## src/logic/stm_sampler.sv

```systemverilog
module stm_sampler (
  input  logic        clk,
  input  logic        arst_n,
  input  logic [4:0]  cycle,
  input  logic [31:0] freq_div,
  output logic [3:0]  idx
);

  logic [31:0] div_cnt;
  logic        step;

  // A freq_div of 0 behaves like 1.
  assign step = (div_cnt + 32'd1 >= freq_div);

  always_ff @(posedge clk or negedge arst_n) begin
    if (!arst_n) begin
      div_cnt <= '0;
      idx     <= '0;
    end else begin
      div_cnt <= step ? '0 : div_cnt + 32'd1;
      if (cycle == 5'd0) begin
        idx <= '0;  // No sequence programmed.
      end else if (step) begin
        // Wrap after cycle - 1.
        idx <= ({1'b0, idx} + 5'd1 >= cycle) ? '0 : idx + 4'd1;
      end
    end
  end

endmodule

```

## config.mk

```make
export PLATFORM = sky130hd
export DESIGN_NAME = stm_sampler
export DESIGN_NICKNAME = d
export VERILOG_FILES = /design/src/logic/stm_sampler.sv
export SDC_FILE = /design/constraint.sdc
export NUM_CORES = 1
export LEC_CHECK = 0
export ABC_AREA = 0
export BUFFER_PORTS_ARGS = -buffer_cell sky130_fd_sc_hd__buf_2
export CAP_MARGIN = 5
export CORE_ASPECT_RATIO = 0.7
export CORE_MARGIN = 1
export CORE_UTILIZATION = 40
export DETAILED_ROUTE_END_ITERATION = 10
export SLEW_MARGIN = 15
export SYNTH_ARGS = -nofsm -noshare
export SYNTH_HDL_FRONTEND = slang
export SYNTH_SLANG_ARGS = --single-unit
```

## constraint.sdc

```tcl
create_clock -name clk -period 3.7 [get_ports clk]
set_input_delay 0 -clock clk [delete_from_list [all_inputs] [get_ports clk]]
set_output_delay 0 -clock clk [all_outputs]
set_load 0.03 [all_outputs]
```

==> results of run 1 <==
==> stage by stage <==
step                total power, W  utilization (%)  cell area, µm²
CTS                       0.000774             49.3            3150
floorplan                 0.000430                -            2720
finish                    0.000764             49.7            3180
detailed placement        0.000465             47.6            3050
global route              0.000802             49.7            3180
global placement          0.000464             47.6            3050
==> cell type report <==
type                    instances  area share, %
well taps                      91           3.58
clock buffers                   7           3.03
repair buffers                 46           8.03
multi-input cells             225           52.5
flip-flops and latches         36           28.3
inverters                      38           4.49
==> flip-flops by register name, indices dropped and copies added (netlist names) <==
signal / cells
idx: 4
div_cnt: 32
==> power groups by stage <==
stage,sequential [W],combinational [W],clock [W]
detailed placement,0.000401,0.0000644,0
CTS,0.000393,0.0000657,0.000315
finish,0.000393,0.0000642,0.000306
floorplan,0.000401,0.0000286,0
global route,0.000393,0.0000748,0.000334
global placement,0.000401,0.0000632,0
==> path summary, 6_finish.rpt <==
kind	endpoint	depth (start not counted)	slack, ps
setup / recovery	idx[3]$_DFFE_PN0P_	13	240
hold reg to reg	div_cnt[0]$_DFF_PN0_	1	540
max in group asynchronous	idx[2]$_DFFE_PN0P_	2	2810
setup reg to reg	idx[3]$_DFFE_PN0P_	13	240
hold / removal	idx[1]$_DFFE_PN0P_	5	200
min in group asynchronous	div_cnt[11]$_DFF_PN0_	2	360
==> synthesized netlist by cell type, drive strengths merged (6+ instances only) <==
cell type / instances
a21oi: 15
and3: 12
dfrtp: 36
ha: 39
inv: 38
nand2: 26
nand3: 15
nand4: 8
nor2: 11
nor2b: 30
o21ai: 6
xnor2: 20
xor2: 12
==> cells by family after synthesis <==
family	Yosys count	synth area share (%)
AO/OA/AOI/OAI	34	7.95
XOR/XNOR	32	10.3
adder cells (fa/ha/maj)	39	17.9
buffers and inverters	43	6.61
flip-flops	36	33.1
multiplexers	2	0.735
AND/OR/NAND/NOR	118	23.4
==> worst max-delay path, stage by stage, from the launching register on <==
cell	delay, ps
dfrtp_1	430
ha_1	230
nand4_1	210
nor2_2	210
and3_1	300
nand4_1	140
xnor2_1	170
ha_1	290
nand4_1	140
or4_1	460
a31oi_2	220
or2_1	200
buf_4	200
mux2i_1	190
==> timing repair <==
item / 4_1_cts / 5_1_grt
gates resized for setup: 0 / 6
hold buffers: 1 / 0
setup endpoints to repair: 0 / 31
hold endpoints to repair: 36 / 0
==> routing by layer <==
| metal | global-route usage, % | wire, µm | vias up |
|---|---|---|---|
| met5 | 0 | 0 | - |
| met4 | 4.19 | 62 | 0 |
| met3 | 3.66 | 208 | 6 |
| met2 | 25.7 | 2330 | 38 |
| met1 | 26.1 | 3070 | 996 |
| li1 | - | - | 1119 |
==> impl_metrics.ini, run 1 <==
[status]
status = complete, no violations

[detailed_routing]
wl_mm = 5.67
first_iter_violations = 87
routed_via_density = 4.87
routedWlPerCell_um = 12.8
vias = 2159
dr.pass1.iters = 4
drc = 0
ant_nets = 0

[timing]
setup-violations-final = 0
hold_viol_final = 0
worstMarginPinSlew_ps = 849
finalWorstSetupSlack_ps = 244
fin_crit_ps = 3460
skew_ps = 4.39
timing.hold.ws_ps = 195
slew_viol_final = 0
clock.fmax_ghz = 0.289
grt_setup_unrepaired = no
relSlewSlack_pct = 43.4
final.period_utilization_pct = 93.4
tns_ps = 0

[place]
dpl.hpwl_mm = 4.49
numPortBuffers = 42
dp.cells = 435
dpl_worst_slack_ps = 188
finalWeightedCongestion = 0.823

[critical_path]
start_kind = flip-flop
worst_ep_arrival_time_ps = 3660
cp.required_ps = 3910
cp_max_fo = 8
end_kind = flip-flop
cp-startpoint = div_cnt[0]$_DFF_PN0_
path_class = flip-flop to flip-flop
reg2reg_from = div_cnt[0]$_DFF_PN0_

[floorplanning]
rows = 24
die_area_mm2 = 0.00715
die_h_um = 71.0
core_mm2 = 0.00640
io_pins = 43
die_w_um = 101
start_util_pct = 42.6

[synthesis]
post_synth_num_cell_types = 35
yosysTopAreaCell = dfrtp_1
ys.warnings.count = 0
synthArstFlopShare_pct = 100
synthesis.instances = 304
synth_enable_flop_cells = 0
synth.net_count = 382
synth_area_mm2 = 0.00272
synth_ff_type = dfrtp_1
ys_seq_elements = 36
avgSynthCellArea_um2 = 8.96
synth_area_leaders = dfrtp_1, ha_1, nor2b_1, xnor2_1, inv_1
ys_seq_area_share_pct = 33.1
yosys.area.top_type_share_pct = 33.1

[clock_tree]
cts-root-buf = clkbuf_8
h-tree-depth = 2
insertion_delay_ps = 280
clockBufferDepth = 2
cts_tree = built
cts_setup_buffers = 0
clk_pin_slew_worst_paths_ps = 70
cts_sinks = 36
cts-buffers-inserted = 5

[finish]
seq_area_um2 = 901
area_delta_synth_final_pct = 16.7
multi_input_area_mm2 = 0.00167
drive_gt1_share_pct = 16.8
fillerInstances = 630
n_antenna_cell = 0
mostFrequentLayoutCells = buf_2, ha_1, inv_1
final_common_cell = buf_2
nets = 430
stdcell_count = 443

[global_routing]
grtUsageTotal_pct = 17.5
first_global_vias = 2076
grt_max_degree = 37
grt_pass1_wl_mm = 9.63
grt-ovfl-total = 0
antenna_found_initial = 0

[pwr]
p_sw_share_pct = 22.9
internal_power_w = 0.000589
p_switching_w = 0.000175
p_leak_nw = 1.80
p_per_area_mw_per_mm2 = 240
ir_drop_mv = 0.124
pwr-share-comb_pct = 8.4
p_seq_share_pct = 51.5
clkPwrFrac_pct = 40.1

[min_path]
min_path_type = primary input to flip-flop
hp-start = cycle[2]

[run]
maxCapViolations = 0
(Power assumes the default switching activity.)
==> run 2: changes to the inputs <==
--- a/config.mk
+++ b/config.mk
@@ -12,6 +12,7 @@
 export CORE_MARGIN = 1
 export CORE_UTILIZATION = 40
 export DETAILED_ROUTE_END_ITERATION = 10
+export PLACE_DENSITY = 0.71
 export SLEW_MARGIN = 15
 export SYNTH_ARGS = -nofsm -noshare
 export SYNTH_HDL_FRONTEND = slang
==> impl_metrics.ini, run 2 (synthesized netlist as in run 1, its figures left out) <==
[detailed_routing]
dr.pass1.iters = 4
wl_met3_um = 206
ant_nets = 0
first_iter_violations = 68
routedWlPerCell_um = 12.5
wl_met1_mm = 3.00
drc = 0
wl_mm = 5.60
vias = 2201
wl_met2_mm = 2.33
routed.top_layer = met4
routed_via_density = 4.92

[finish]
top_regs = div_cnt: 32 flops, idx: 4 flops
largest-register = div_cnt
stdcell_count = 447
area_delta_synth_final_pct = 17.0
seq_area_um2 = 901
mostFrequentLayoutCells = buf_2, ha_1, inv_1
nets = 434
n_antenna_cell = 0
largest_reg_flops = 32
fillerInstances = 602
multi_input_area_mm2 = 0.00165
fin_area_mm2 = 0.00319
final_common_cell = buf_2
drive_gt1_share_pct = 16.6

[pwr]
ir_drop_mv = 0.151
p_seq_share_pct = 51.3
p_sw_share_pct = 23.2
pwr-share-comb_pct = 8.3
p_per_area_mw_per_mm2 = 240
clkPwrFrac_pct = 40.4
p_leak_nw = 1.80
p_switching_w = 0.000177
internal_power_w = 0.000589

[clock_tree]
cts_sinks = 36
insertion_delay_ps = 290
clk_pin_slew_worst_paths_ps = 70
clockBufferDepth = 2
h-tree-depth = 2
cts_tree = built
cts_setup_buffers = 0
cts-root-buf = clkbuf_8
cts-buffers-inserted = 5

[critical_path]
path_class = flip-flop to flip-flop
start_kind = flip-flop
cp.required_ps = 3910
worst_ep_arrival_time_ps = 3690
cp_max_fo = 5
end_kind = flip-flop

[place]
placed_area_mm2 = 0.00308
dp.cells = 439
finalWeightedCongestion = 0.831
numPortBuffers = 42
dpl_worst_slack_ps = 218
dpl.hpwl_mm = 4.49

[floorplanning]
die_area_mm2 = 0.00715
io_pins = 43
die_h_um = 71.0
start_util_pct = 42.6
rows = 24
die_w_um = 101
core_mm2 = 0.00640

[timing]
skew_ps = 4.38
clock.fmax_ghz = 0.288
slew_viol_final = 0
setup-violations-final = 0
final.period_utilization_pct = 93.9
grt_setup_unrepaired = no
worstMarginPinSlew_ps = 816
hold_viol_final = 0
finalWorstSetupSlack_ps = 226
tns_ps = 0
fin_crit_ps = 3470
relSlewSlack_pct = 45.6

[run]
maxCapViolations = 0

[global_routing]
grtUsageTotal_pct = 17.7
grt-ovfl-total = 0
grt_max_degree = 37
grt_pass1_wl_mm = 9.78
first_global_vias = 2126
antenna_found_initial = 0

[status]
status = complete, no violations

[min_path]
min_path_type = primary input to flip-flop
run 2: cell count changes in the layout (fill, tap and decap cells not counted), sizes merged:
cell,before,now
buf,45,49
run 2: path summary, 6_finish.rpt:
check / start / endpoint / slack, ps / depth (start not counted)
worst min register to register: div_cnt[0]$_DFF_PN0_ / div_cnt[0]$_DFF_PN0_ / 520 / 1
max in group asynchronous: arst_n / div_cnt[27]$_DFF_PN0_ / 2840 / 2
worst max register to register: div_cnt[13]$_DFF_PN0_ / idx[1]$_DFFE_PN0P_ / 230 / 12
worst min-delay path: cycle[2] / idx[3]$_DFFE_PN0P_ / 180 / 5
min in group asynchronous: arst_n / div_cnt[7]$_DFF_PN0_ / 340 / 2
worst max-delay path: div_cnt[13]$_DFF_PN0_ / idx[1]$_DFFE_PN0P_ / 230 / 12
run 2: area by class of cell:
cell class / instances / share of cell area (%)
timing repair buffer: 50 / 8.95
tap: 91 / 3.57
clock buffer: 7 / 3.02
sequential: 36 / 28.3
multi-input combinational: 225 / 51.7
inverter: 38 / 4.47
run 2: stage by stage:
step                total power (W)  util [%]  hold WS [ps]
finish                     0.000766      49.8           175
floorplan                  0.000430         -          -296
global placement           0.000463      48.1           142
global route               0.000802      49.8           218
CTS                        0.000773      49.7           166
detailed placement         0.000465      48.1           153
run 2: per-layer routing:
metal  global-route usage (%)  vias to the layer above
met5                        0                        -
met4                     5.31                        0
met3                     3.95                        8
met2                     26.5                       34
met1                     25.7                     1033
li1                         -                     1126
run 2: power by group through the flow:
stage          clock, W  sequential [W]  combinational, W
5_1_grt        0.000334        0.000393         0.0000753
3_3_place_gp          0        0.000401         0.0000617
2_1_floorplan         0        0.000401         0.0000286
3_5_place_dp          0        0.000401         0.0000645
6_report       0.000309        0.000393         0.0000637
4_1_cts        0.000314        0.000393         0.0000658
run 2: critical path, stage by stage (launching register included):
cell and delay, ps:
dfrtp_1 400, and4_1 280, and3_1 220, and2_1 250, and4_1 230, xor2_1 80, ha_1 300, nand4_1 170
or4_1 610, a31oi_2 260, or2_1 230, buf_4 170, mux2i_1 190
run 2: what timing repair did:
item,4_1_cts,5_1_grt
setup endpoints to repair,0,2
gates resized for setup,0,1
hold endpoints to repair,36,0
hold buffers,1,0
