File: src/logic/stm_pkg.sv
package stm_pkg;

  // ========================================
  // Array geometry
  // ========================================
  localparam int num_trans    = 16;  // 4 x 4 grid.
  localparam int grid_cols    = 4;
  localparam int trans_pitch  = 10;  // Position units between neighbors.
  localparam int max_patterns = 16;
  localparam logic [3:0] last_trans = 4'(num_trans - 1);

  // ========================================
  // Pattern memory
  // ========================================
  localparam int mem_depth = 256;    // 8 bit address.

  // ========================================
  // Register offsets
  // ========================================
  localparam logic [7:0] reg_ctrl        = 8'h00;  // Bit 0 is gain_mode.
  localparam logic [7:0] reg_cycle       = 8'h04;
  localparam logic [7:0] reg_freq_div    = 8'h08;
  localparam logic [7:0] reg_sound_speed = 8'h0C;
  localparam logic [7:0] reg_mem_lo      = 8'h10;
  localparam logic [7:0] reg_mem_hi      = 8'h14;
  localparam logic [7:0] reg_mem_addr    = 8'h18;  // Write commits the word.

  // Focus operator FSM encoding.
  localparam logic [2:0] st_idle   = 3'd0;
  localparam logic [2:0] st_fetch  = 3'd1;
  localparam logic [2:0] st_load   = 3'd2;
  localparam logic [2:0] st_square = 3'd3;
  localparam logic [2:0] st_root   = 3'd4;
  localparam logic [2:0] st_out    = 3'd5;

  // One memory word, read as a gain entry or as a focal point.
  typedef union packed {
    struct packed {
      logic [47:0] rsvd;
      logic [7:0]  phase;
      logic [7:0]  intensity;  // Bits 7:0.
    } gain;
    struct packed {
      logic [7:0]         rsvd;
      logic [7:0]         intensity;  // Bits 55:48.
      logic signed [15:0] z;
      logic signed [15:0] y;
      logic signed [15:0] x;          // Bits 15:0.
    } focus;
  } pattern_word_t;

endpackage

File: src/logic/stm_isqrt.sv
module stm_isqrt (
  input  logic        clk,
  input  logic        arst_n,
  input  logic        start,
  input  logic [31:0] radicand,
  output logic [15:0] root,
  output logic        done
);

  logic signed [21:0] rem_q;   // Partial remainder that may go negative.
  logic [15:0]        q_q;
  logic [31:0]        rad_q;   // Bit pairs shift out of the top.
  logic [3:0]         cnt_q;
  logic               busy_q;
  logic signed [21:0] rem_sh;
  logic signed [21:0] rem_nx;

  // Non-restoring step subtracts on a positive remainder and adds otherwise.
  always_comb begin
    rem_sh = {rem_q[19:0], rad_q[31:30]};
    if (!rem_q[21]) begin
      rem_nx = rem_sh - signed'({4'b0, q_q, 2'b01});
    end else begin
      rem_nx = rem_sh + signed'({4'b0, q_q, 2'b11});
    end
  end

  assign root = q_q;

  always_ff @(posedge clk or negedge arst_n) begin
    if (!arst_n) begin
      rem_q  <= '0;
      q_q    <= '0;
      rad_q  <= '0;
      cnt_q  <= '0;
      busy_q <= 1'b0;
      done   <= 1'b0;
    end else begin
      done <= 1'b0;
      if (start && !busy_q) begin
        rem_q  <= '0;  // Load cycle.
        q_q    <= '0;
        rad_q  <= radicand;
        cnt_q  <= 4'd15;
        busy_q <= 1'b1;
      end else if (busy_q) begin
        rem_q <= rem_nx;
        q_q   <= {q_q[14:0], ~rem_nx[21]};
        rad_q <= {rad_q[29:0], 2'b00};
        cnt_q <= cnt_q - 4'd1;
        if (cnt_q == 4'd0) begin
          busy_q <= 1'b0;
          done   <= 1'b1;  // 16 root bits done.
        end
      end
    end
  end

endmodule

File: src/logic/stm_focus_operator.sv
module stm_focus_operator (
  input  logic                   clk,
  input  logic                   arst_n,
  input  logic                   update,
  input  logic [3:0]             idx,
  input  stm_pkg::pattern_word_t rdata,
  input  logic [15:0]            sound_speed,
  output logic [7:0]             raddr,
  output logic [7:0]             intensity,
  output logic [7:0]             phase,
  output logic                   dout_valid,
  output logic [3:0]             trans_idx
);
  import stm_pkg::*;

  logic [2:0]         state_q;
  logic [3:0]         pat_q;
  logic signed [15:0] fx_q, fy_q, fz_q;
  logic signed [16:0] tx, ty;
  logic signed [16:0] dx, dy, dz;
  logic signed [33:0] dx_sq, dy_sq, dz_sq;
  logic [33:0]        dist_sq;
  logic [31:0]        radicand;
  logic [15:0]        root;
  logic               root_done;
  logic [31:0]        prod;

  // Transducer position from its grid index with z at 0.
  always_comb begin
    tx    = 17'((32'(trans_idx) % grid_cols) * trans_pitch);
    ty    = 17'((32'(trans_idx) / grid_cols) * trans_pitch);
    dx    = {fx_q[15], fx_q} - tx;
    dy    = {fy_q[15], fy_q} - ty;
    dz    = {fz_q[15], fz_q};
    dx_sq = 34'(dx) * 34'(dx);
    dy_sq = 34'(dy) * 34'(dy);
    dz_sq = 34'(dz) * 34'(dz);
  end

  assign dist_sq    = 34'(dx_sq + dy_sq + dz_sq);
  assign radicand   = dist_sq[31:0];  // Three squared 17 bit offsets fit 32 bits.
  assign prod       = 32'(root) * 32'(sound_speed);
  assign raddr      = {4'b0, pat_q};  // One focal point per pattern.
  assign dout_valid = (state_q == st_out);

  stm_isqrt stm_isqrt (
    .clk     (clk),
    .arst_n  (arst_n),
    .start   (state_q == st_square),
    .radicand(radicand),
    .root    (root),
    .done    (root_done)
  );

  always_ff @(posedge clk or negedge arst_n) begin
    if (!arst_n) begin
      state_q   <= st_idle;
      trans_idx <= '0;
    end else begin
      case (state_q)
        st_idle:   if (update) state_q <= st_fetch;  // Busy otherwise.
        st_fetch:  state_q <= st_load;               // Memory sees raddr.
        st_load: begin
          trans_idx <= '0;
          state_q   <= st_square;
        end
        st_square: state_q <= st_root;
        st_root:   if (root_done) state_q <= st_out;
        st_out: begin
          if (trans_idx == last_trans) begin
            state_q <= st_idle;
          end else begin
            trans_idx <= trans_idx + 4'd1;
            state_q   <= st_square;
          end
        end
        default:   state_q <= st_idle;
      endcase
    end
  end

  // Focal point capture and phase output.
  always_ff @(posedge clk) begin
    if (state_q == st_idle && update) pat_q <= idx;
    if (state_q == st_load) begin
      fx_q      <= rdata.focus.x;
      fy_q      <= rdata.focus.y;
      fz_q      <= rdata.focus.z;
      intensity <= rdata.focus.intensity;
    end
    if (state_q == st_root && root_done) phase <= prod[15:8];
  end

endmodule

File: config.mk
export PLATFORM = sky130hd
export DESIGN_NAME = stm_focus_operator
export DESIGN_NICKNAME = d
export VERILOG_FILES = /design/src/logic/stm_pkg.sv /design/src/logic/stm_isqrt.sv /design/src/logic/stm_focus_operator.sv
export SDC_FILE = /design/constraint.sdc
export NUM_CORES = 2
export LEC_CHECK = 0
export BUFFER_PORTS_ARGS = -buffer_cell sky130_fd_sc_hd__buf_2
export CORE_ASPECT_RATIO = 0.5
export CORE_MARGIN = 2
export CORE_UTILIZATION = 35
export CTS_CLUSTER_DIAMETER = 80
export DETAILED_ROUTE_END_ITERATION = 8
export PLACE_DENSITY = 0.54
export RECOVER_POWER = 100
export SLEW_MARGIN = 20
export SYNTH_ARGS = -nofsm -noshare
export SYNTH_HDL_FRONTEND = slang
export SYNTH_SLANG_ARGS = --single-unit
File: constraint.sdc
create_clock -name clk -period 12 [get_ports clk]
set_input_delay 0.6 -clock clk [delete_from_list [all_inputs] [get_ports clk]]
set_output_delay 0.6 -clock clk [all_outputs]
set_load 0.05 [all_outputs]
==> reports/qor.txt <==
initial core utilization: 35.34%
CTS clk-pin slew, worst paths: 70 ps
post-CTS setup buffers: 0
Max FO, Critical Path: 10
die area: 0.1115 mm²
Distinct cells, synth: 73
Max transition margin: -111.6%
violated checks: capacitance limit, slew limit
grt ovf: 0
post-route ant nets: 0
Mapped Avg Cell Area: 9.736 µm²
Final Hold Fails: 0
I/O pin total: 116
CTS tree: yes
# DRC: 0
first-pass GRT wire length: 151600 µm
clk buf depth: 2
die height: 237.1 µm
Overall Global Routing Usage: 17.43%
Sum Neg Setup Slack: 0 ps
CP Launch Type: register
core area: 0.1076 mm²
share of layout cells above drive strength 1: 4.754%
final wirelength: 91180 µm
Yosys reg bits: 150
Mapped Cells: 3907
clk_skew: 16.96 ps
Final GP Congestion: 0.8731
critical path's top delay family: adder cells
commonest non-fill, non-tap cells in the layout: 1151 x inv_1, 938 x fa_1, 438 x nand2_1
Synth async-reset ratio: 54.67%
Max H-tree Level: 4
Hold WC Path Type: input pin to register
Arr. time, crit path: 11550 ps
Yosys warnings: 0
worst r2r path cells: 35
simple-gate share of the synthesized area: 10.12%
Max Cap Viol: 6
largest family of logic cells by synthesized area: adder cells
detailed placement HPWL: 78880 µm
worst hold path stage count: 1
max incr delay on CP: 750 ps
Avg Vias per Cell: 4.634
Top FF cell, synth: dfrtp_1
commonest non-fill, non-tap cell in the layout: inv_1
die width: 470.2 µm
WS Path Type: register to register
outcome: complete, but fails checks
pin count of the biggest net entering global routing: 70
post-CTS sizing: 0
crit-path most repeated cell: fa_1
root buf cell: clkbuf_16
f_max: 89.73 MHz
Slowest cell on crit path: clkinv_1
vias in the first global route: 28290
Post-Synth XOR/XNOR Area: 4.134%
DR vias: 25170
Seq/Total Area, Yosys: 10.76%
Max Slew Vio Count: 279
Levels on crit path: 35
TritonRoute pass-1 iters: 5
wire length per cell: 16.79 µm
Worst Tran Pin Value: 3173 ps
clk_lat worst skew: 490 ps
I/O Buffers: 103
Post-Syn Area: 0.03804 mm²
RSZ-0062 raised after global routing: false
final worst path period need: 11150 ps
total CTS buffers: 17
area delta synth->final: 7.506%
hold_buf cts: 0
Finish-stage setup viols: 0
number of diodes: 0
final critical-path share of the clock period: 92.88%
Synth Area in Adders: 57.88%
CP endpoint kind: register
crit path buf inv count: 10
compound-cell area share of the yosys netlist: 4.223%
clock sinks: 150
Nets: 5268
DRT iter0 DRCs: 1242
Post-synth EDFFs: 68
row cnt: 85
WP data required: 12410 ps
initial antenna violation count: 0
mux cell area share after synthesis: 0.2763%
-- cells in the mapped netlist, drive strengths merged, types with 13 or more instances --
master / instances / share of area [%]
and3: 13 / 0.21
inv: 1154 / 11
nor3: 22 / 0.30
xnor2: 123 / 2.9
nor2: 159 / 1.6
nand2b: 24 / 0.39
a21o: 39 / 0.77
a21oi: 61 / 0.80
and2: 119 / 2.0
nand3: 14 / 0.18
o21a: 16 / 0.32
dfrtp: 82 / 5.4
ha: 259 / 8.5
nand2: 440 / 4.4
clkbuf: 96 / 0.95
o21ai: 76 / 1.0
edfxtp: 68 / 5.4
fa: 938 / 49
xor2: 51 / 1.2
-- routing by layer --
metal  wire length (µm)  part of all wire, %  track usage [%]  vias to the layer above
met5                  0                    0                0                        -
met4               1076                  1.2            2.942                        0
met3               3655                  4.0            2.201                       58
met2              48120                   53            31.82                      415
met1              38330                   42            22.36                    13240
li1                   -                    -                -                    11460
-- through the flow --
step,std cells,hold WS (ps),area (µm²),setup slack (ps),util [%]
floorplan,3910,304.4,38050,2117,-
global placement,5400,452.0,40400,1398,37.54
detailed placement,5400,466.2,40400,1322,37.54
CTS,5432,81.87,40970,1270,38.06
global route,5432,250.9,40900,416.5,38.00
finish,5432,276.8,40900,854.9,38.00
-- final timing paths --
check	slack, ps	start	end
hold / removal	280	rdata[32]	fz_q[0]
max in group asynchronous	7760	arst_n	stm_isqrt.busy_q
min in group asynchronous	810	arst_n	stm_isqrt.root[5]
hold reg to reg	470	stm_isqrt.rad_q[19]	stm_isqrt.rad_q[21]
setup / recovery	850	trans_idx[0]	stm_isqrt.rad_q[27]
setup reg to reg	850	trans_idx[0]	stm_isqrt.rad_q[27]
-- state kept, by name (all words and copies together), names as in the netlist, 8 cells and up --
| name | count |
|---|---|
| fx_q | 16 |
| fy_q | 16 |
| fz_q | 16 |
| intensity | 8 |
| phase | 8 |
| stm_isqrt.rad_q | 32 |
| stm_isqrt.rem_q | 21 |
| stm_isqrt.root | 16 |
-- cell families (layout without fill, tap and decap cells) --
| family | count (synthesis) | in the layout |
|---|---|---|
| xor+xnor | 175 | 175 |
| compound gates | 255 | 255 |
| mux | 10 | 10 |
| buf+inv | 1270 | 1357 |
| flops | 150 | 150 |
| other cells | 1 | 4 |
| simple gates | 849 | 849 |
| fa+ha+maj | 1197 | 1197 |
-- cell type report --
cell class / count / area [µm²]
fill: 10910 / 66730
multi-input combinational: 2490 / 29180
inverter: 1163 / 4365
sequential: 150 / 4095
tap: 1435 / 1795
timing repair buffer: 162 / 890.9
clock buffer: 19 / 442.9
clock inverter: 13 / 122.6
-- worst register-to-register path: cells and delay by family, from the launching register on --
| family | cells | cell delay (ps) |
|---|---|---|
| fa+ha+maj | 12 | 5420 |
| simple gates | 6 | 1950 |
| buf+inv | 10 | 1830 |
| compound gates | 6 | 1170 |
| flops | 1 | 530 |
| xor+xnor | 1 | 160 |
Power is left out: the tool's default activity adds up to more than one toggle a clock period on the data nets, which glitch-free logic cannot reach.
