--- src/logic/stm_pkg.sv ---
package stm_pkg;

  // ========================================
  // Array geometry
  // ========================================
  localparam int num_trans    = 16;  // 4 x 4 grid.
  localparam int grid_cols    = 4;
  localparam int trans_pitch  = 10;  // Position units between neighbors.
  localparam int max_patterns = 16;
  localparam logic [3:0] last_trans = 4'(num_trans - 1);

  // ========================================
  // Pattern memory
  // ========================================
  localparam int mem_depth = 256;    // 8 bit address.

  // ========================================
  // Register offsets
  // ========================================
  localparam logic [7:0] reg_ctrl        = 8'h00;  // Bit 0 is gain_mode.
  localparam logic [7:0] reg_cycle       = 8'h04;
  localparam logic [7:0] reg_freq_div    = 8'h08;
  localparam logic [7:0] reg_sound_speed = 8'h0C;
  localparam logic [7:0] reg_mem_lo      = 8'h10;
  localparam logic [7:0] reg_mem_hi      = 8'h14;
  localparam logic [7:0] reg_mem_addr    = 8'h18;  // Write commits the word.

  // Focus operator FSM encoding.
  localparam logic [2:0] st_idle   = 3'd0;
  localparam logic [2:0] st_fetch  = 3'd1;
  localparam logic [2:0] st_load   = 3'd2;
  localparam logic [2:0] st_square = 3'd3;
  localparam logic [2:0] st_root   = 3'd4;
  localparam logic [2:0] st_out    = 3'd5;

  // One memory word, read as a gain entry or as a focal point.
  typedef union packed {
    struct packed {
      logic [47:0] rsvd;
      logic [7:0]  phase;
      logic [7:0]  intensity;  // Bits 7:0.
    } gain;
    struct packed {
      logic [7:0]         rsvd;
      logic [7:0]         intensity;  // Bits 55:48.
      logic signed [15:0] z;
      logic signed [15:0] y;
      logic signed [15:0] x;          // Bits 15:0.
    } focus;
  } pattern_word_t;

endpackage

--- src/logic/stm_regs.sv ---
module stm_regs (
  input  logic                   clk,
  input  logic                   arst_n,
  input  logic [7:0]             awaddr,
  input  logic                   awvalid,
  output logic                   awready,
  input  logic [31:0]            wdata,
  input  logic [3:0]             wstrb,
  input  logic                   wvalid,
  output logic                   wready,
  output logic                   bvalid,
  output logic [1:0]             bresp,
  input  logic                   bready,
  input  logic [7:0]             araddr,
  input  logic                   arvalid,
  output logic                   arready,
  output logic                   rvalid,
  output logic [31:0]            rdata,
  output logic [1:0]             rresp,
  input  logic                   rready,
  output logic                   gain_mode,
  output logic [4:0]             cycle,
  output logic [31:0]            freq_div,
  output logic [15:0]            sound_speed,
  output logic                   mem_we,
  output logic [7:0]             mem_waddr,
  output stm_pkg::pattern_word_t mem_wdata
);
  import stm_pkg::*;

  logic [31:0] mem_lo;
  logic [31:0] mem_hi;
  logic        aw_hs;
  logic        ar_hs;
  logic        commit;

  // Byte lane merge of new data over the old register value.
  function automatic logic [31:0] merge(logic [31:0] old_val, logic [31:0] new_val,
                                        logic [3:0] strb);
    logic [31:0] res;
    res = old_val;
    for (int b = 0; b < 4; b++) begin
      if (strb[b]) res[8*b+:8] = new_val[8*b+:8];
    end
    return res;
  endfunction

  assign aw_hs  = awvalid && awready;  // W completes on the same edge.
  assign ar_hs  = arvalid && arready;
  assign commit = aw_hs && (awaddr == reg_mem_addr) && wstrb[0];
  assign bresp  = 2'b00;
  assign rresp  = 2'b00;

  // ========================================
  // Write channel
  // ========================================
  always_ff @(posedge clk or negedge arst_n) begin
    if (!arst_n) begin
      awready     <= 1'b0;
      wready      <= 1'b0;
      bvalid      <= 1'b0;
      mem_we      <= 1'b0;
      mem_waddr   <= '0;
      gain_mode   <= 1'b0;
      cycle       <= '0;
      freq_div    <= '0;
      sound_speed <= '0;
      mem_lo      <= '0;
      mem_hi      <= '0;
    end else begin
      awready <= 1'b0;
      wready  <= 1'b0;
      mem_we  <= 1'b0;
      // Accept only when both halves are present and no response is pending.
      if (awvalid && wvalid && !awready && !bvalid) begin
        awready <= 1'b1;
        wready  <= 1'b1;
      end
      if (aw_hs) begin
        bvalid <= 1'b1;
        case (awaddr)
          reg_ctrl:        if (wstrb[0]) gain_mode <= wdata[0];
          reg_cycle:       if (wstrb[0]) cycle <= wdata[4:0];
          reg_freq_div:    freq_div <= merge(freq_div, wdata, wstrb);
          reg_sound_speed: sound_speed <= 16'(merge({16'b0, sound_speed}, wdata, wstrb));
          reg_mem_lo:      mem_lo <= merge(mem_lo, wdata, wstrb);
          reg_mem_hi:      mem_hi <= merge(mem_hi, wdata, wstrb);
          reg_mem_addr: begin
            if (wstrb[0]) begin
              mem_we    <= 1'b1;  // Memory writes on the next edge.
              mem_waddr <= wdata[7:0];
            end
          end
          default: ;
        endcase
      end else if (bvalid && bready) begin
        bvalid <= 1'b0;
      end
    end
  end

  always_ff @(posedge clk) begin
    if (commit) mem_wdata <= {mem_hi, mem_lo};
  end

  // ========================================
  // Read channel
  // ========================================
  always_ff @(posedge clk or negedge arst_n) begin
    if (!arst_n) begin
      arready <= 1'b0;
      rvalid  <= 1'b0;
      rdata   <= '0;
    end else begin
      arready <= arvalid && !arready && !rvalid;
      if (ar_hs) begin
        rvalid <= 1'b1;
        case (araddr)
          reg_ctrl:        rdata <= {31'b0, gain_mode};
          reg_cycle:       rdata <= {27'b0, cycle};
          reg_freq_div:    rdata <= freq_div;
          reg_sound_speed: rdata <= {16'b0, sound_speed};
          reg_mem_lo:      rdata <= mem_lo;
          reg_mem_hi:      rdata <= mem_hi;
          reg_mem_addr:    rdata <= {24'b0, mem_waddr};
          default:         rdata <= '0;  // Unknown offset.
        endcase
      end else if (rvalid && rready) begin
        rvalid <= 1'b0;
      end
    end
  end

endmodule

--- config.mk ---
export PLATFORM = sky130hd
export DESIGN_NAME = stm_regs
export DESIGN_NICKNAME = d
export VERILOG_FILES = /design/src/logic/stm_pkg.sv /design/src/logic/stm_regs.sv
export SDC_FILE = /design/constraint.sdc
export NUM_CORES = 1
export LEC_CHECK = 0
export BUFFER_PORTS_ARGS = -buffer_cell sky130_fd_sc_hd__buf_2
export CAP_MARGIN = 10
export CELL_PAD_IN_SITES_DETAIL_PLACEMENT = 1
export CELL_PAD_IN_SITES_GLOBAL_PLACEMENT = 1
export CORE_ASPECT_RATIO = 1.4
export CORE_MARGIN = 4
export CORE_UTILIZATION = 39
export DETAILED_ROUTE_END_ITERATION = 7
export PLACE_DENSITY = 0.77
export SLEW_MARGIN = 20
export SYNTH_ARGS = -nofsm -noshare
export SYNTH_HDL_FRONTEND = slang
export SYNTH_SLANG_ARGS = --single-unit
--- constraint.sdc ---
create_clock -name clk -period 2.9 [get_ports clk]
set_input_delay 0.145 -clock clk [delete_from_list [all_inputs] [get_ports clk]]
set_output_delay 0.145 -clock clk [all_outputs]
set_load 0.02 [all_outputs]
==> results of run 1 <==
==> synthesized netlist by cell type, drive strengths merged (4+ instances only) <==
cell     instances
a2bb2oi          7
nand2           42
a22oi           11
clkbuf          16
mux2           139
nor2            11
edfxtp          64
a22o            13
o21ai           26
a31oi            9
nand3            6
mux2i           26
nor2b            4
nor3            14
dfrtp          163
buf             15
==> area by class of cell <==
class                      count  area, um^2
sequential                   227        6002
tap                          306       382.9
clock buffer                  31       656.9
timing repair buffer         272        1623
inverter                       2       7.507
fill                        2378       11350
multi-input combinational    352        3029
clock inverter                 9       148.9
antenna                        3       7.507
==> layer usage <==
layer / GRT usage / share of wire / up-vias
li1: - / - / 2797
met1: 0.2449 / 0.39 / 3192
met2: 0.3709 / 0.54 / 171
met3: 0.03083 / 0.049 / 32
met4: 0.06336 / 0.025 / 2
met5: 0 / 0.00049 / -
==> cell families (layout without fill, tap and decap cells) <==
group,after synthesis,in the layout,share of synthesized area
other,1,7,0.0004094
AOI/OAI and AO/OA,77,77,0.05874
and+or+nand+nor,105,105,0.06708
muxes,166,166,0.2018
DFF,227,227,0.6552
buffers and inverters,33,314,0.01680
==> critical path, cell delays in order (launching register included) <==
cell and delay, ns:
dfrtp_2 0.43, and2_4 0.20, nand4b_4 0.16, nor3_4 0.21, buf_4 0.51, mux2_2 0.40
==> state kept, by name, indices dropped and copies added (netlist names), 5 cells and up <==
| name | cells |
|---|---|
| cycle | 5 |
| freq_div | 32 |
| mem_hi | 32 |
| mem_lo | 32 |
| mem_waddr | 8 |
| mem_wdata | 64 |
| rdata | 32 |
| sound_speed | 16 |
==> worst max path at each step <==
| stage | startpoint | end | slack [ns] |
|---|---|---|---|
| final | wready | mem_waddr[6] | 0.89 |
| after global routing | wready | mem_waddr[0] | 0.74 |
| after CTS | wready | mem_waddr[0] | 0.86 |
| after detailed placement | awaddr[7] | mem_waddr[7] | 0.83 |
| after global placement | awaddr[7] | mem_waddr[0] | 0.89 |
| after floorplan | wready | mem_waddr[0] | -0.22 |
==> stage by stage <==
step	cells	cell area [um^2]
5_1_grt	1202	11860
6_report	1202	11860
3_5_place_dp	1122	10670
2_1_floorplan	612	9183
4_1_cts	1199	11850
3_3_place_gp	1122	10670
==> power by group through the flow <==
stage                     Clock (mW)  Combinational [mW]  Sequential, mW
final                           3.14               0.317            3.31
after global routing            3.34               0.349            3.31
after CTS                       3.21               0.324            3.31
after detailed placement           0               0.283            3.37
after global placement             0               0.278            3.37
after floorplan                    0               0.102            3.38
==> summary.txt, run 1 <==
Flop pwr share: 0.489
Status: finished, final reports clean
HP Start: wstrb[0]
Gr ovfl total: 0
CP Data Required Time: 3.29 ns
Insertion delay to the later sink of the worst-skew pair: 0.50 ns
Final min period: 2.012 ns
Setup ws final: 0.8879 ns
Seq cells post-synth: 227
Mean Syn Cell Area: 15.04 um^2
Clock Sinks: 227
Post-synthesis instance total: 609
Hold crit path type: input port to flop
Max Fclk: 0.4970 GHz
Final period util: 0.6938
Synth warn: 0
PortBufs: 222
CTS clk-pin slew, worst paths: 0.07 ns
Synth cell types: 50
Hold Path Cell Cnt: 3
Die span in y: 189.3 um
Switching pwr: 1.419 mW
Most frequent cells in the layout: buf_2, dfrtp_1, mux2_2, edfxtp_1, dlygate4sd3_1
Synth top area share: 0.4454
Die width: 137.5 um
DR vias: 6194
Hold-fix buffers at CTS: 37
Routability Congestion: 0.7690
Vias in the first global route: 6888
DP Worst Slack: 0.8272 ns
1st-iter DRT viols: 260
DIE AREA: 0.02603 mm^2
H-Tree Depth: 1
Layout cells sized above 1: 0.4759
Critical path type: flop to flop
Routed wire length: 26630 um
Final core occ: 0.5110
Starting Density: 0.3947
Fin Setup TNS: 0 ns
WL/cell: 22.15 um
Post-CTS Resized: 0
Hold EP: mem_we
First-pass DRT Iterations: 4
Critical R2R Launch: wready
R2R Path End: mem_waddr[6]
Root Driver: clkbuf_16
RSZ-0062 raised after global routing: false
Asr flop ratio synth: 0.7181
Post-route ant nets: 0
Core region area: 0.02320 mm^2
Final setup fails: 0
Max-cap viol count: 0
Commonest non-fill, non-tap cell in the layout: buf_2
Worst r2r path cells: 5
Largest cells by area after synthesis: dfrtp_1, edfxtp_1, mux2_2, mux2i_1, nand2_1
Row cnt: 66
Slew headroom: 0.3552
Switching share of power: 0.2096
Gate power share: 0.047
Nature of the critical path endpoint: flop
Type of origin of the critical path: flop
Area grow syn2layout: 29.47%
Global-route wire length before repair: 40800 um
VDD IR max: 377.7 uV
Io pins: 227
Seq/Total Area, Yosys: 0.6552
Total power: 6.770 mW
Worst R2R Setup Slack: 0.89 ns
Clk_skew: 0.01714 ns
Worst hold slack: 0.02760 ns
# Post-CTS Setup Buffers: 0
GR Util All Layers: 0.2040
Static leakage: 5.987 nW
TritonCTS clock tree: built
EDFF count, synth: 64
Drt drc: 0
Antenna violations before repair: 4
Cell Pwr Density: 571.0 mW/mm^2
Worst-path maximum fanout: 42
Top FF cell, synth: dfrtp_1
Clock share of power: 0.464
Nets: 936
Syn Std Cell Area: 0.009159 mm^2
Num CTS Buffers: 22
CTS Buffer Depth: 3
Largest net degree at the start of global routing: 58
Worst-margin pin slew: 0.9652 ns
Vias/cell: 5.153
Slew Limit Fails: 0
Hold Vio Cnt, Final: 0
Area leader, netlist: dfrtp_1
Power Internal: 5.351 mW
Crit path DAT: 2.40 ns
Post-DP HPWL: 19070 um
Power figures use the tool's default switching activity.
==> run 2, diff against run 1 <==
--- a/config.mk
+++ b/config.mk
@@ -11,9 +11,9 @@
 export CELL_PAD_IN_SITES_GLOBAL_PLACEMENT = 1
 export CORE_ASPECT_RATIO = 1.4
 export CORE_MARGIN = 4
-export CORE_UTILIZATION = 39
+export CORE_UTILIZATION = 43
 export DETAILED_ROUTE_END_ITERATION = 7
-export PLACE_DENSITY = 0.77
+export PLACE_DENSITY = 0.8
 export SLEW_MARGIN = 20
 export SYNTH_ARGS = -nofsm -noshare
 export SYNTH_HDL_FRONTEND = slang
==> constraint.sdc (replaced) <==
create_clock -name clk -period 2.11 [get_ports clk]
set_input_delay 0.1055 -clock clk [delete_from_list [all_inputs] [get_ports clk]]
set_output_delay 0.1055 -clock clk [all_outputs]
set_load 0.02 [all_outputs]
==> summary.txt, run 2 (same netlist as run 1, synthesis figures left out) <==
Clock Sinks: 227 (unchanged)
Clk_skew: 0.01058 ns (was 0.01714 ns)
Final period util: 0.8834 (was 0.6938)
Post-route ant nets: 0 (unchanged)
Die span in y: 180.7 um (was 189.3 um)
Commonest non-fill, non-tap cell in the layout: buf_2 (unchanged)
Row cnt: 62 (was 66)
First-pass DRT Iterations: 4 (unchanged)
Number of flip-flops in the largest register: 64 (unchanged)
Largest net degree at the start of global routing: 61 (was 58)
Status: finished, final reports clean (unchanged)
Layout cells sized above 1: 0.4814 (was 0.4759)
Vias/cell: 5.483 (was 5.153)
Drt drc: 0 (unchanged)
Type of origin of the critical path: flop (unchanged)
RSZ-0062 raised after global routing: false (unchanged)
CP Data Required Time: 2.49 ns (was 3.29 ns)
Global-route wire length before repair: 42620 um (was 40800 um)
Worst-path maximum fanout: 33 (was 42)
# Post-CTS Setup Buffers: 0 (unchanged)
Final min period: 1.864 ns (was 2.012 ns)
TritonCTS clock tree: built (unchanged)
Root Driver: clkbuf_16 (unchanged)
Cell Pwr Density: 742.2 mW/mm^2 (was 571.0 mW/mm^2)
Static leakage: 6.034 nW (was 5.987 nW)
Area grow syn2layout: 29.37% (was 29.47%)
Slew Limit Fails: 0 (unchanged)
CTS clk-pin slew, worst paths: 0.06 ns (was 0.07 ns)
Worst hold slack: 0.03783 ns (was 0.02760 ns)
Post-DP Area: 0.01075 mm^2 (was 0.01067 mm^2)
Biggest register: mem_wdata (unchanged)
Vias in the first global route: 7198 (was 6888)
Starting Density: 0.4422 (was 0.3947)
DR vias: 6410 (was 6194)
CTS Buffer Depth: 3 (unchanged)
Final setup fails: 0 (unchanged)
Critical path type: flop to flop (unchanged)
Io pins: 227 (unchanged)
Insertion delay to the later sink of the worst-skew pair: 0.50 ns (about the same)
Routability Congestion: 0.7702 (was 0.7690)
DP Worst Slack: 0.2347 ns (was 0.8272 ns)
DIE AREA: 0.02373 mm^2 (was 0.02603 mm^2)
Max Fclk: 0.5365 GHz (was 0.4970 GHz)
Core region area: 0.02071 mm^2 (was 0.02320 mm^2)
Antenna violations before repair: 2 (was 4)
Worst R2R Setup Slack: 0.25 ns (was 0.89 ns)
PortBufs: 222 (unchanged)
Placed cell count: 1087 (was 1122)
Worst-margin pin slew: 1.122 ns (was 0.9652 ns)
Post-DP HPWL: 19150 um (was 19070 um)
Setup ws final: 0.2460 ns (was 0.8879 ns)
Final core occ: 0.5721 (was 0.5110)
Gr ovfl total: 0 (unchanged)
Final instance area: 0.01185 mm^2 (was 0.01186 mm^2)
1st-iter DRT viols: 284 (was 260)
Hold Vio Cnt, Final: 0 (unchanged)
Fin Setup TNS: 0 ns (unchanged)
Num CTS Buffers: 23 (was 22)
Nature of the critical path endpoint: flop (unchanged)
VDD IR max: 473.8 uV (was 377.7 uV)
Max-cap viol count: 0 (unchanged)
Crit path DAT: 2.24 ns (was 2.40 ns)
H-Tree Depth: 1 (unchanged)
Routed wire length: 27360 um (was 26630 um)
Number of fill cells in the layout: 2085 (was 2378)
Total power: 8.794 mW (was 6.770 mW)
Nets: 955 (was 936)
Hold crit path type: input port to flop (unchanged)
Post-route insts no fill: 1169 (was 1202)
Die width: 131.3 um (was 137.5 um)
WL/cell: 23.41 um (was 22.15 um)
Most frequent cells in the layout: buf_2, dfrtp_1, mux2_2, edfxtp_1, dlygate4sd3_1 (unchanged)
GR Util All Layers: 0.2283 (was 0.2040)
Slew headroom: 0.2506 (was 0.3552)
==> run 2: timing repair <==
| item | in CTS | in global routing |
|---|---|---|
| gates resized for setup | 0 | 0 |
| setup endpoints to repair | 0 | 0 |
| hold buffers | 40 | 0 |
| endpoints found under the hold margin | 186 | 0 |
==> run 2: worst paths after layout <==
kind | from | end | cells past startpoint
min in group asynchronous | arst_n | freq_div[10] | 2
worst min register to register | mem_hi[12] | mem_wdata[44] | 0
worst max-delay path | wready | mem_waddr[3] | 5
worst min-delay path | awvalid | bvalid | 3
max in group asynchronous | arst_n | mem_lo[4] | 3
worst max register to register | wready | mem_waddr[3] | 5
==> run 2: area by class of cell <==
type / count / area [um^2] / area share
sequential: 227 / 6002 / 0.5065
multi-input combinational: 352 / 3029 / 0.2556
timing repair buffer: 290 / 1790 / 0.1511
clock buffer: 30 / 641.9 / 0.05417
tap: 256 / 320.3 / 0.02703
clock inverter: 11 / 55.05 / 0.004646
inverter: 2 / 7.507 / 0.0006336
antenna: 1 / 2.502 / 0.0002112
==> run 2: report_power, final <==
part | internal, mW | switching (mW) | leakage (nW) | total, mW
sequential | 4.53 | 0.0213 | 2.99 | 4.55
clock | 2.14 | 1.65 | 0.342 | 3.79
combinational | 0.177 | 0.280 | 2.71 | 0.458
total | 6.84 | 1.95 | 6.03 | 8.79
==> run 2: critical path, stage by stage (launching register included) <==
cell and delay, ns:
dfrtp_2 0.41, and2_4 0.20, nand4b_4 0.16, nor3_4 0.31, buf_12 0.25, mux2_2 0.38
==> run 2: per-layer routing <==
| metal | wire length [um] | up-vias | track usage |
|---|---|---|---|
| met2 | 14950 | 206 | 0.4271 |
| li1 | - | 2832 | - |
| met1 | 10260 | 3313 | 0.2642 |
| met4 | 895 | 2 | 0.08281 |
| met3 | 1248 | 57 | 0.03436 |
| met5 | 7 | - | 0 |
